--- config.mk ---
export PLATFORM = sky130hd
export DESIGN_NAME = sync_fifo
export DESIGN_NICKNAME = d
export VERILOG_FILES = /design/src/acc_fft_pkg.sv /design/src/sync_fifo.sv
export SDC_FILE = /design/constraint.sdc
export NUM_CORES = 1
export LEC_CHECK = 0
export ABC_AREA = 0
export ABC_CLOCK_PERIOD_IN_PS = 2000
export BUFFER_PORTS_ARGS = -buffer_cell sky130_fd_sc_hd__buf_2
export CORE_MARGIN = 8
export CORE_UTILIZATION = 58
export CTS_BUF_LIST = sky130_fd_sc_hd__clkbuf_4
export DETAILED_ROUTE_END_ITERATION = 8
export PLACE_DENSITY = 0.79
export RECOVER_POWER = 50
export SYNTH_ARGS = -nofsm -noshare
export SYNTH_HDL_FRONTEND = slang
export SYNTH_SLANG_ARGS = --single-unit
--- constraint.sdc ---
create_clock -name clk_ctrl -period 2 [get_ports clk_ctrl]
set_input_delay 0.2 -clock clk_ctrl [delete_from_list [all_inputs] [get_ports clk_ctrl]]
set_output_delay 0.2 -clock clk_ctrl [all_outputs]
set_load 0.01 [all_outputs]
--- src/acc_fft_pkg.sv ---
// Packet formats and sizes shared by the tile; blocks are fixed at 4 points, size codes up to 3
`default_nettype none

package acc_fft_pkg;

   ////////////////////////////////////////////////////////////////////////////
   // Sizes and codes
   ////////////////////////////////////////////////////////////////////////////

   localparam int WORD_W      = 32;
   localparam int BLOCK_PTS   = 4;
   localparam int BLOCK_WORDS = 2 * BLOCK_PTS; // re and im per point
   localparam int BLOCK_W     = BLOCK_WORDS * WORD_W;
   localparam int TILE_ID_W   = 6;

   localparam logic [2:0] OP_QPUT = 3'd3;
   localparam logic [2:0] OP_MPUT = 3'd4;

   localparam logic [WORD_W-1:0] FFT_EN_WORD = 32'h8000_0000; // Toggles enable

   localparam int HEAD_FIFO_DEPTH    = 16;
   localparam int BLOCK_FIFO_DEPTH   = 16;
   localparam int ALMOST_FULL_MARGIN = 5;  // Free entries left at almost full
   localparam int MAX_SIZE_CODE      = 3;

   typedef enum logic [1:0] {
      ROUTE_DEFAULT = 2'b00,
      ROUTE_FWD     = 2'b01,
      ROUTE_PICO    = 2'b10
   } route_code_t;

   ////////////////////////////////////////////////////////////////////////////
   // Header words and payload
   ////////////////////////////////////////////////////////////////////////////

   typedef struct packed {
      logic [2:0] spare_hi;
      logic       long_pkt;   // bit 28
      logic [2:0] opcode;
      logic       spare_op;
      logic [5:0] src_id;     // 23:18
      logic [5:0] spare_mid;
      logic [3:0] size_code;  // 11:8, log2 of block count
      logic [1:0] spare_lo;
      logic [5:0] tag;
   } noc_head_t;

   typedef struct packed {
      logic [21:0] spare_hi;
      route_code_t code;      // 9:8
      logic [1:0]  spare_lo;
      logic [5:0]  dest;
   } noc_route_t;

   typedef struct packed {
      logic [WORD_W-1:0] data;
      logic              last;
   } noc_beat_t;

   typedef struct packed {
      logic [WORD_W-1:0] re;
      logic [WORD_W-1:0] im;
   } cplx_t;

   typedef cplx_t [BLOCK_PTS-1:0] fft_block_t;

endpackage

`default_nettype wire

--- src/sync_fifo.sv ---
// Show-ahead FIFO; writing when full or reading when empty is illegal and not guarded
`timescale 1ns/1ps
`default_nettype none

module sync_fifo
   import acc_fft_pkg::*;
#(
   parameter int WIDTH = 32,
   parameter int DEPTH = 16
) (
   input  logic             clk_ctrl,
   input  logic             clk_ctrl_rst_low,
   input  logic             wr,
   input  logic [WIDTH-1:0] wdata,
   input  logic             rd,
   output logic [WIDTH-1:0] rdata,
   output logic             empty,
   output logic             almost_full
);

   logic [WIDTH-1:0]         mem [DEPTH];
   logic [$clog2(DEPTH)-1:0] wr_ptr;
   logic [$clog2(DEPTH)-1:0] rd_ptr;
   logic [$clog2(DEPTH):0]   count;

   assign rdata       = mem[rd_ptr]; // head entry always visible
   assign empty       = (count == 0);
   assign almost_full = (DEPTH - int'(count)) <= ALMOST_FULL_MARGIN;

   always_ff @(posedge clk_ctrl) begin
      if (wr)
         mem[wr_ptr] <= wdata;
   end

   always_ff @(posedge clk_ctrl) begin
      if (!clk_ctrl_rst_low) begin
         wr_ptr <= '0;
         rd_ptr <= '0;
         count  <= '0;
      end else begin
         if (wr)
            wr_ptr <= (wr_ptr == DEPTH - 1) ? '0 : wr_ptr + 1'b1;
         if (rd)
            rd_ptr <= (rd_ptr == DEPTH - 1) ? '0 : rd_ptr + 1'b1;
         case ({wr, rd})
            2'b10:   count <= count + 1'b1;
            2'b01:   count <= count - 1'b1;
            default: ; // both or neither
         endcase
      end
   end

   a_no_overflow: assert property (@(posedge clk_ctrl) disable iff (!clk_ctrl_rst_low)
      wr |-> count != DEPTH);
   a_no_underflow: assert property (@(posedge clk_ctrl) disable iff (!clk_ctrl_rst_low)
      rd |-> !empty);

endmodule

`default_nettype wire
# Word level (Yosys, flattened, before mapping)
# Memory sizes are Yosys's and may differ from the RTL's. A register that Yosys moved wholly into a read port is not among the register bits.
# Cells that the tools add are included.
[word_totals]
reg_bits = 13
mem_bits_rw = 512
in_bits = 36
output_inout_bits = 34
word_cells = 23
memories = 1
[memory_table]
columns = ["name", "words", "word_bits", "rd", "rd_clocked_by_memory_dff", "write_ports", "line", "rtl"]
rows = [
  ["mem", 16, 32, 1, 1, 1, "sync_fifo.sv:21", "logic [WIDTH-1:0] mem [DEPTH];"],
]
[op_classes]
add_sub_neg = 5
order_cmp = 1
n_eq_ne = 4
mux = 7
reduce_logical = 2
[ops]
columns = ["cell", "n"]
rows = [
  ["two-way mux 4 bit", 4],
  ["one-hot mux 5 bit (2 select lines)", 1],
  ["adder 4 x 1 -> 4 bit, second input constant", 2],
  ["== test 4 bit, second input constant", 2],
  ["less-or-equal comparator 6 x 4 -> 1 bit, second input constant", 1],
  ["subtractor 5 x 5 -> 6 bit, first input constant", 1],
  ["adder 5 x 1 -> 5 bit, second input constant", 1],
  ["zero test 5 bit", 1],
  ["subtractor 5 x 1 -> 5 bit, second input constant", 1],
  ["== test 2 x 1 -> 1 bit, second input constant", 1],
  ["== test 2 bit, second input constant", 1],
  ["two-way mux 1 bit", 2],
  ["nonzero test 2 bit", 1],
]

# Depth between registers and ports, before layout
# Gate-level depths: netlist (run 1).
[depth]
ltp_word = 4
depth_mapped = 7
ltp_nobuf = 7

# Worst setup path before layout (run 1)
# No wires, ideal clock.
[synth_path]
path_type = "flip-flop to flip-flop"
start = "register wr_ptr[3]"
end = "memory mem[8][0] (enable)"
setup_ps = 392
arrival_time_ps = 1478
required_ps = 1608
path_slack_ps = 130
stages_incl_launch_ff = 3
n_path_buf = 0
period_less_slack_ps = 1870
cell_sequence = "dfxtp_1 -> nor3b_1 -> and2_1"
[synth_rtl]
columns = ["item", "line", "rtl"]
rows = [
  ["from (decl)", "sync_fifo.sv:22", "logic [$clog2(DEPTH)-1:0] wr_ptr;"],
  ["from (signal assigned)", "sync_fifo.sv:42", "wr_ptr <= (wr_ptr == DEPTH - 1) ? '0 : wr_ptr + 1'b1;"],
  ["to (decl)", "sync_fifo.sv:21", ""],
]
# Straight into the memory's write port.

==> run_results.csv, run 1 <==
group,metric,value,unit
yosys,synth_area,20100,um^2
yosys,synth_seq_area_share,78.3,%
floorplanning,io_pins,70,
final_layout,drive_above_1_share,42.7,%
final_layout,final_util,71.4,%
route,wl_per_cell,27.3,um
yosys,netlist.top_cell.by_area,"edfxtp_1",
sta,hold_violations,0,
global_routing,grt_pass1_wl,67700,um
global_routing,grt_max_degree,44,
global_routing,grt_util_met3,5.57,%
clocking,numCtsBuffers,130,
worst_setup_path,start_kind,"flip-flop",
yosys,yosysWarnings,0,
worst_setup_path,crit_fanout,7,
yosys,synth_edf_count,512,
clocking,cts.sink_count,529,
route,drtIter0Drc,1155,
floorplanning,core_area,34300,um^2
sta,final_max_slew_viol_count,0,
sta,rsz0062_at_grt,"true",
placement,dp_hpwl,24300,um
yosys,synthCells,897,
floorplanning,rows,68,
yosys,netlist.area_leader.share,76.6,%
global_routing,grt-ovfl-total,0,
placement,gp_congestion,0.746,
sta,fin_skew,0.0581,ns
floorplanning,fp.dieArea,40800,um^2
route,drtAntennaViolNets,0,
yosys,syn_nets,944,
worst_setup_path,critPathKind,"flip-flop to output port",
clocking,cts_buffer_depth,3,
sta,fin_crit_sh,140,%
global_routing,use_met2,37.8,%
yosys,synth_area_per_cell,22.4,um^2
clocking,cts_tree,"built",
power,ir_drop,0.742,mV
placement,port_buffers,69,
sta,period_minus_slack,2.80,ns
final_layout,final_area,24500,um^2
clocking,clk_pin_slew,0.06,ns
run_status,status,"finished with violations",
worst_setup_path,worst_ep_required_time,1.80,ns
sta,slew_headroom,50.2,%
worst_setup_path,reg2reg_from,"wr_ptr[3]$_SDFFE_PN0P_",
clocking,clk_latency,0.79,ns
clocking,htree_levels,4,
power,power,23.0,mW
route,dr.pass1.iters,5,
global_routing,grt_use_total,22.5,%
global_routing,grt_antenna_before_repair,2,
placement,place_worst_setup_slack,0.0143,ns
min_path,holdCritPathClass,"input pin to flip-flop",
yosys,yosys_most_used_dff,"edfxtp_1",
run_status,violations,"setup timing",
power,power.density,937,nW/um^2
global_routing,grt_util_met1,28.3,%
route,vias_per_cell,6.19,
sta,worst_pin_slew,0.747,ns
yosys,synthMostInstantiatedCell,"edfxtp_1",
route,drc_errors,0,
power,p_leak,8.06,nW
yosys,ys_seq_elements,529,
floorplanning,fp.dieH,202,um
sta,setup_viol,33,
final_layout,final_nets,1229,
worst_setup_path,setup.worst_path.end_class,"output port",
floorplanning,fp.dieW,202,um
route,num_vias,10600,
job,drv_cap,0,
clocking,cts_root_buffer,"clkbuf_4",
floorplanning,initial_core_util,58.6,%
sta,setup_ws,-0.802,ns
yosys,async_reset_ff_share,0,%
yosys,synthTopCellsByArea,"edfxtp_1 (77%), mux4_2 (14%), a22oi_1 (2.4%), dfxtp_1 (1.7%), nand2_1 (0.80%)",
sta,whs,0.353,ns
placement,dpl-instance-area,21800,um^2
worst_setup_path,worstPathArrival,2.60,ns
yosys,synthTopCellsByCount,"edfxtp_1 (512), mux4_2 (128), a22oi_1 (65)",
final_layout,synthToLayoutAreaGrowth,22.0,%
min_path,hold_start,"clk_ctrl_rst_low",
global_routing,busiest_layer,"met2",
route,wirelength,46900,um
yosys,ys_types,30,
sta,clock.fmax,357,MHz
global_routing,grt_pass1_vias,11200,
## flip-flops by register name, indices dropped and copies added (netlist names), named ones only
signal / cells
wr_ptr: 4
mem: 512
rd_ptr: 4
count: 5
## metal layers
layer / wire, um / share of wire, %
met1: 17100 / 36
met5: 0 / 0
met3: 4220 / 9.0
met4: 1260 / 2.7
met2: 24400 / 52
## kinds of logic (layout without fill, tap and decap cells)
kind of cell             Yosys count  after routing  share of synthesized area, %
flip-flops                       529            529                          78.3
multiplexers                     133            133                          14.6
AND/OR/NAND/NOR                   92             93                          2.29
AO/OA/AOI/OAI                     79             79                          2.80
buffers and inverters             49            414                          1.13
adder cells (fa/ha/maj)           11             11                         0.723
XOR/XNOR                           4              4                         0.174
other                              0              2                             0
## placed cells by master (no fill, tap or decap), types with 11 or more instances in the layout
| cell type | count |
|---|---|
| clkinv_1 | 17 |
| buf_4 | 38 |
| clkbuf_4 | 181 |
| mux4_2 | 128 |
| buf_12 | 41 |
| dlygate4sd3_1 | 36 |
| a22oi_2 | 48 |
| a22oi_1 | 17 |
| edfxtp_1 | 512 |
| buf_6 | 16 |
| nand2_1 | 33 |
| clkbuf_1 | 33 |
| and2_2 | 17 |
| dfxtp_1 | 11 |
| buf_2 | 25 |
## power breakdown
group	leakage, nW	total (mW)	internal, mW	switching [mW]
clock network	0.941	8.83	4.68	4.15
logic	2.35	1.78	0.896	0.886
registers	4.77	12.3	12.3	0.0625
## final timing paths
| check | to | cells after the start | slack [ns] |
|---|---|---|---|
| setup / recovery | rdata[3] | 7 | -0.80 |
| hold / removal | count[4]$_SDFFE_PN0P_ | 4 | 0.35 |
| setup reg to reg | mem[11][4]$_DFFE_PP_ | 3 | 0.25 |
| hold reg to reg | count[4]$_SDFFE_PN0P_ | 2 | 0.50 |
## critical path: stages, from the launching register on
cell	delay (ns)
dfxtp_4	0.40
buf_6	0.12
buf_12	0.14
buf_4	0.15
mux4_2	0.49
a22oi_1	0.27
nand2_2	0.13
buf_6	0.14
## timing repair
item | CTS | global route
gates resized for setup | 52 | 38
pin swaps | 13 | 33
gates cloned | 2 | 4
endpoints found under the hold margin | 529 | 0
hold buffers | 36 | 0
endpoints found under the setup margin | 34 | 34
buffers inserted | 15 | 11
## area by class of cell
class / instances / area [um^2]
Inverter: 4 / 15.0
Tap cell: 455 / 569
Clock inverter: 32 / 256
Fill cell: 1934 / 9800
Timing Repair Buffer: 197 / 2090
Multi-Input combinational cell: 320 / 4470
Sequential cell: 529 / 15700
Antenna cell: 2 / 5.00
Clock buffer: 181 / 1360
## through the flow
step	instances	TNS, ns
2_1_floorplan	897	0
3_3_place_gp	1437	0
3_5_place_dp	1437	0
4_1_cts	1703	-23.08
5_1_grt	1720	-25.90
6_report	1720	-22.55
(Power assumes the default switching activity.)
==> run 2, diff against run 1 <==
- CORE_UTILIZATION: 58 -> 35
- GPL_TIMING_DRIVEN: default -> 1
- PLACE_DENSITY: 0.79 -> 0.53
==> run 2 against run 1 <==
  * The flow still finishes with violations (setup timing)
  * Global-route usage is 7.8 points lower
  * Clock-buffer cell count is 14 higher
  * Combinational power decreased by 6%
  * Non-clock buffer count down 5
  * Critical path depth down 1
  * Fmax down 1.7%
  * Hold slack worse by 0.14 ns
  * Final area is 1.5% higher
  * Largest power group unchanged
  * Highest routed layer is now met5
==> run_results.csv, run 2 (synthesis gave the netlist of run 1 again) <==
group,metric,value,unit
worst_setup_path,cpMaxStageDelayCell,"mux4_2",
sta,hold_violations,0,
worst_setup_path,ff2ff_setup_slack,0.21,ns
route,wirelength,47800,um
clocking,cts_root_buffer,"clkbuf_4",
floorplanning,rows,88,
sta,period_minus_slack,2.85,ns
worst_setup_path,critPathTopFamily,"buffers and inverters",
global_routing,busiest_layer,"met2",
clocking,cts.sink_count,529,
power,sequentialPowerShare,52.7,%
route,drtAntennaViolNets,0,
sta,whs,0.218,ns
final_layout,drive_above_1_share,41.1,%
worst_setup_path,worst_ep_required_time,1.80,ns
clocking,clk_latency,0.94,ns
route,num_vias,10200,
worst_setup_path,reg2reg_from,"wr_ptr[0]$_SDFFE_PN0P_",
floorplanning,fp.dieArea,65300,um^2
worst_setup_path,setup.worst_path.end_class,"output port",
sta,final_max_slew_viol_count,0,
global_routing,grt_pass1_vias,11000,
global_routing,grt_max_degree,33,
global_routing,grt_antenna_before_repair,4,
floorplanning,io_pins,70,
final_layout,regMostFlops,"mem",
final_layout,synthToLayoutAreaGrowth,23.8,%
global_routing,grt_use_total,14.7,%
final_layout,reg_top3,"mem (512), count (5)",
global_routing,grt-ovfl-total,0,
worst_setup_path,crit_fanout,12,
run_status,status,"finished with violations",
job,drv_cap,0,
global_routing,grt_pass1_wl,70900,um
power,switchingPower,5.10,mW
route,drc_errors,0,
clocking,numCtsBuffers,137,
worst_setup_path,cpPeakStageDelay,0.50,ns
clocking,htree_levels,4,
clocking,clk_pin_slew,0.06,ns
power,p_clk_share,40.2,%
worst_setup_path,r2r_cells,6,
power,combPwrFrac,7.1,%
worst_setup_path,crit_buf_inv,3,
floorplanning,initial_core_util,35.1,%
power,intPower,18.3,mW
worst_setup_path,start_kind,"flip-flop",
clocking,cts_buffer_depth,3,
min_path,hold_start,"clk_ctrl_rst_low",
final_layout,final_nets,1230,
power,ir_drop,0.428,mV
route,wl_per_cell,23.4,um
route,vias_per_cell,4.98,
floorplanning,fp.dieH,256,um
worst_setup_path,r2r_end,"wr_ptr[0]$_SDFFE_PN0P_",
run_status,violations,"setup timing",
sta,setup_viol,34,
min_path,holdPathStages,3,
global_routing,grt_util_met3,4.00,%
min_path,min_to,"count[1]$_SDFFE_PN0P_",
clocking,cts_tree,"built",
route,drtIter0Drc,673,
floorplanning,fp.dieW,256,um
global_routing,use_met2,24.0,%
min_path,holdCritPathClass,"input pin to flip-flop",
worst_setup_path,worstPathArrival,2.65,ns
global_routing,grt_util_met1,18.6,%
sta,fin_crit_sh,143,%
final_layout,n_fill_cell,5029,
sta,slew_headroom,54.3,%
sta,worst_pin_slew,0.685,ns
power,p_leak,8.10,nW
sta,clock.fmax,351,MHz
placement,dp_hpwl,26200,um
sta,setup_ws,-0.851,ns
placement,port_buffers,69,
sta,rsz0062_at_grt,"true",
final_layout,final_util,43.4,%
worst_setup_path,crit_chain,"buf_12, buf_12, mux4_2, a22oi_1, nand2_1, buf_2",
power,power,23.4,mW
power,power.density,943,nW/um^2
sta,fin_skew,0.0246,ns
worst_setup_path,cp_common_cell,"buf_12",
worst_setup_path,critPathKind,"flip-flop to output port",
final_layout,final_common_cell,"edfxtp_1",
power,swShare,21.8,%
final_layout,final_cell_mix,"edfxtp_1 (512), clkbuf_4 (195), mux4_2 (128)",
route,dr.pass1.iters,5,
floorplanning,core_area,57300,um^2
final_layout,largest_reg_flops,512,
placement,gp_congestion,0.696,
-- run 2: cell types whose count changed in the layout (fill, tap and decap cells not counted), moves of 5 or more --
cell      change
diode_2       +5
buf_12        +6
clkbuf_4     +14
buf_2         +5
a22oi_2      -17
a22oi_1      +17
buf_6         -8
-- run 2: how the worst max path moves through the flow --
stage / slack, ns / depth (start not counted) / to / start
floorplan: 0.13 / 2 / mem[8][0]$_DFFE_PP_ / wr_ptr[3]$_SDFFE_PN0P_
finish: -0.85 / 6 / rdata[14] / flip-flop
CTS: -1.03 / 7 / rdata[0] / flip-flop
global route: -1.04 / 5 / rdata[28] / flip-flop
global placement: 0.01 / 6 / rdata[16] / flip-flop
detailed placement: -0.003 / 6 / rdata[8] / flip-flop
-- run 2: final cells by class --
cell class / count / area (um^2) / area share [%]
Multi-Input combinational cell: 319 / 4370 / 17.6
Clock buffer: 195 / 1460 / 5.89
Antenna cell: 7 / 17.5 / 0.0704
Sequential cell: 529 / 15700 / 63.2
Tap cell: 765 / 957 / 3.85
Clock inverter: 30 / 285 / 1.15
Inverter: 4 / 15.0 / 0.0604
Timing Repair Buffer: 192 / 2040 / 8.19
-- run 2: routing by layer --
| layer | wire length (um) | vias to the layer above | part of all wire (%) |
|---|---|---|---|
| met5 | 13 | - | 0.027 |
| met4 | 898 | 2 | 1.9 |
| met3 | 2370 | 78 | 5.0 |
| met2 | 23800 | 255 | 50 |
| met1 | 20700 | 5357 | 43 |
| li1 | - | 4463 | - |
-- run 2: what timing repair did --
item / CTS / global route
hold buffers: 37 / 0
buffers inserted: 5 / 5
pin swaps: 19 / 4
resized for setup: 41 / 12
hold endpoints to repair: 529 / 0
gates cloned: 3 / 0
setup endpoints to repair: 34 / 34
-- run 2: worst reg2reg max path, delay by kind of cell (launching register included) --
family          cells  cell delay [ns]
buf+inv             1             0.54
flops               1             0.41
simple gates        3             0.35
fa+ha+maj           1             0.32
compound gates      1             0.06
-- run 2: power by group through the flow --
stage	Clock, mW	Combinational (mW)	Sequential [mW]
after global placement	0	1.51	12.6
final	9.42	1.67	12.3
after global routing	10.3	1.81	12.3
after CTS	9.77	1.69	12.3
after detailed placement	0	1.53	12.6
after floorplan	0	0.835	12.6
-- run 2: metrics by stage --
stage	TNS [ns]	setup slack [ns]	instance area, um^2	std cells
after floorplan	0	0.130	20100	897
after global placement	0	0.0108	22400	1759
after detailed placement	-0.00296	-0.00296	22400	1759
after CTS	-31.24	-1.03	24800	2029
after global routing	-32.29	-1.04	24900	2038
final	-26.47	-0.851	24900	2041
==> run 3, diff against run 2 <==
- SKIP_LAST_GASP: default -> 1
==> run 3 against run 2 <==
  * The run still ends with setup timing left
  * Combinational power barely moved
  * Global-route usage barely moved
  * Die area did not move
  * Non-clock buffer count rose by 6
  * Clock-buffer cell count did not move
  * Total power rose by 0.19%
  * Critical path depth rose by 1
  * Clock power barely moved
  * Clock skew fell by 0.00050 ns
==> run_results.csv, run 3 (synthesis gave the netlist of run 1 again) <==
group,metric,value,unit
sta,fin_skew,0.0241,ns
sta,setup_viol,34,
placement,dpl-instance-area,22400,um^2
worst_setup_path,cpMaxStageDelayCell,"mux4_2",
floorplanning,fp.dieW,256,um
sta,fin_crit_sh,147,%
min_path,holdCritPathClass,"input pin to flip-flop",
sta,setup_ws,-0.937,ns
clocking,cts_root_buffer,"clkbuf_4",
clocking,clk_pin_slew,0.06,ns
floorplanning,core_area,57300,um^2
min_path,min_to,"count[1]$_SDFFE_PN0P_",
sta,hold_violations,0,
placement,port_buffers,69,
worst_setup_path,crit_chain,"buf_12, buf_12, buf_12, mux4_2, a22oi_2, nand2_1, buf_6",
route,num_vias,10200,
worst_setup_path,cp_common_cell,"buf_12",
worst_setup_path,reg2reg_from,"wr_ptr[1]$_SDFFE_PN0P_",
floorplanning,initial_core_util,35.1,%
run_status,status,"finished with violations",
final_layout,regMostFlops,"mem",
route,drc_errors,0,
route,vias_per_cell,4.98,
min_path,hold_start,"clk_ctrl_rst_low",
floorplanning,fp.dieArea,65300,um^2
final_layout,final_area,25000,um^2
worst_setup_path,crit_fanout,7,
clocking,clk_latency,0.95,ns
min_path,holdPathStages,3,
final_layout,multiInputGateArea,4340,um^2
placement,dp_hpwl,26200,um
final_layout,drive_above_1_share,40.9,%
worst_setup_path,setup.worst_path.end_class,"output port",
global_routing,grt-ovfl-total,0,
clocking,numCtsBuffers,137,
power,p_leak,8.16,nW
global_routing,grt_use_total,14.7,%
clocking,cts.sink_count,529,
final_layout,final_cell_mix,"edfxtp_1 (512), clkbuf_4 (195), mux4_2 (128)",
final_layout,final_common_cell,"edfxtp_1",
worst_setup_path,cpPeakStageDelay,0.51,ns
clocking,cts_tree,"built",
route,wirelength,48000,um
run_status,violations,"setup timing",
final_layout,n_fill_cell,5018,
power,ir_drop,0.452,mV
floorplanning,io_pins,70,
floorplanning,rows,88,
sta,rsz0062_at_grt,"true",
worst_setup_path,critPathKind,"flip-flop to output port",
power,power.density,940,nW/um^2
final_layout,synthToLayoutAreaGrowth,24.4,%
final_layout,final-seq-area,15700,um^2
route,drtAntennaViolNets,0,
worst_setup_path,worstPathArrival,2.74,ns
global_routing,grt_pass1_vias,11000,
worst_setup_path,ff2ff_setup_slack,0.20,ns
sta,final_max_slew_viol_count,0,
sta,slew_headroom,55.2,%
placement,gp_congestion,0.696,
worst_setup_path,r2r_end,"wr_ptr[0]$_SDFFE_PN0P_",
sta,period_minus_slack,2.94,ns
sta,clock.fmax,340,MHz
job,drv_cap,0,
power,power,23.5,mW
clocking,cts_buffer_depth,3,
route,wl_per_cell,23.4,um
clocking,htree_levels,4,
worst_setup_path,r2r_cells,6,
route,dr.pass1.iters,4,
worst_setup_path,start_kind,"flip-flop",
global_routing,grt_pass1_wl,70900,um
final_layout,reg_top3,"mem (512), count (5)",
worst_setup_path,worst_ep_required_time,1.80,ns
final_layout,largest_reg_flops,512,
sta,worst_pin_slew,0.673,ns
global_routing,grt_max_degree,33,
global_routing,grt_antenna_before_repair,4,
floorplanning,fp.dieH,256,um
final_layout,final_nets,1236,
route,drtIter0Drc,685,
-- run 3: cell types whose count changed in the layout (fill, tap and decap cells not counted), sizes merged --
cell    previous run  this run
buf              123       126
clkbuf           227       229
bufbuf             0         1
diode              7        10
-- run 3: per-layer routing --
layer,up-vias,global-route usage [%],part of all wire (%)
met5,-,0,0.027
met4,2,5.55,2.1
met3,78,4.01,5.2
met2,297,24.0,50
met1,5362,18.6,43
li1,4475,-,-
-- run 3: worst max-delay path by stage --
stage	startpoint	to	slack, ns	cells after the start
detailed placement	flip-flop	rdata[8]	-0.003	6
global route	flip-flop	rdata[4]	-1.08	7
finish	flip-flop	rdata[3]	-0.94	7
global placement	flip-flop	rdata[16]	0.01	6
CTS	flip-flop	rdata[24]	-1.03	6
floorplan	wr_ptr[3]$_SDFFE_PN0P_	mem[8][0]$_DFFE_PP_	0.13	2
-- run 3: power breakdown --
part,switching [mW],internal (mW)
logic,0.842,0.863
registers,0.0594,12.3
clock network,4.22,5.22
-- run 3: worst max-delay path, delay by kind of cell (launching register included) --
| kind | cells | cell delay, ns |
|---|---|---|
| mux | 1 | 0.51 |
| buf+inv | 4 | 0.57 |
| compound gates | 1 | 0.19 |
| flops | 1 | 0.42 |
| simple gates | 1 | 0.10 |
-- run 3: final cells by class --
cell class                      count  area share [%]
Antenna cell                       10           0.100
Clock buffer                      195            5.86
Clock inverter                     30            1.14
Inverter                            4          0.0601
Multi-Input combinational cell    319            17.4
Sequential cell                   529            63.0
Tap cell                          765            3.83
Timing Repair Buffer              198            8.67
-- run 3: metrics by stage --
stage           TNS, ns  setup slack, ns  util, %  hold WS [ns]  instances
5_1_grt          -33.77            -1.08     43.6         0.143       2049
4_1_cts          -31.86            -1.03     43.1        0.0642       2029
6_report         -28.24           -0.937     43.6         0.207       2050
3_5_place_dp   -0.00296         -0.00296     39.0         0.486       1759
3_3_place_gp          0           0.0108     39.0         0.471       1759
2_1_floorplan         0            0.130        -         0.299        897
-- run 3: what timing repair did --
item                                   4_1_cts  5_1_grt
setup endpoints to repair                   34       34
endpoints found under the hold margin      529        0
resized for setup                           20       32
buffers inserted                             5        9
hold buffers                                37        0
cloned                                       3        2
pin swaps                                   13       22
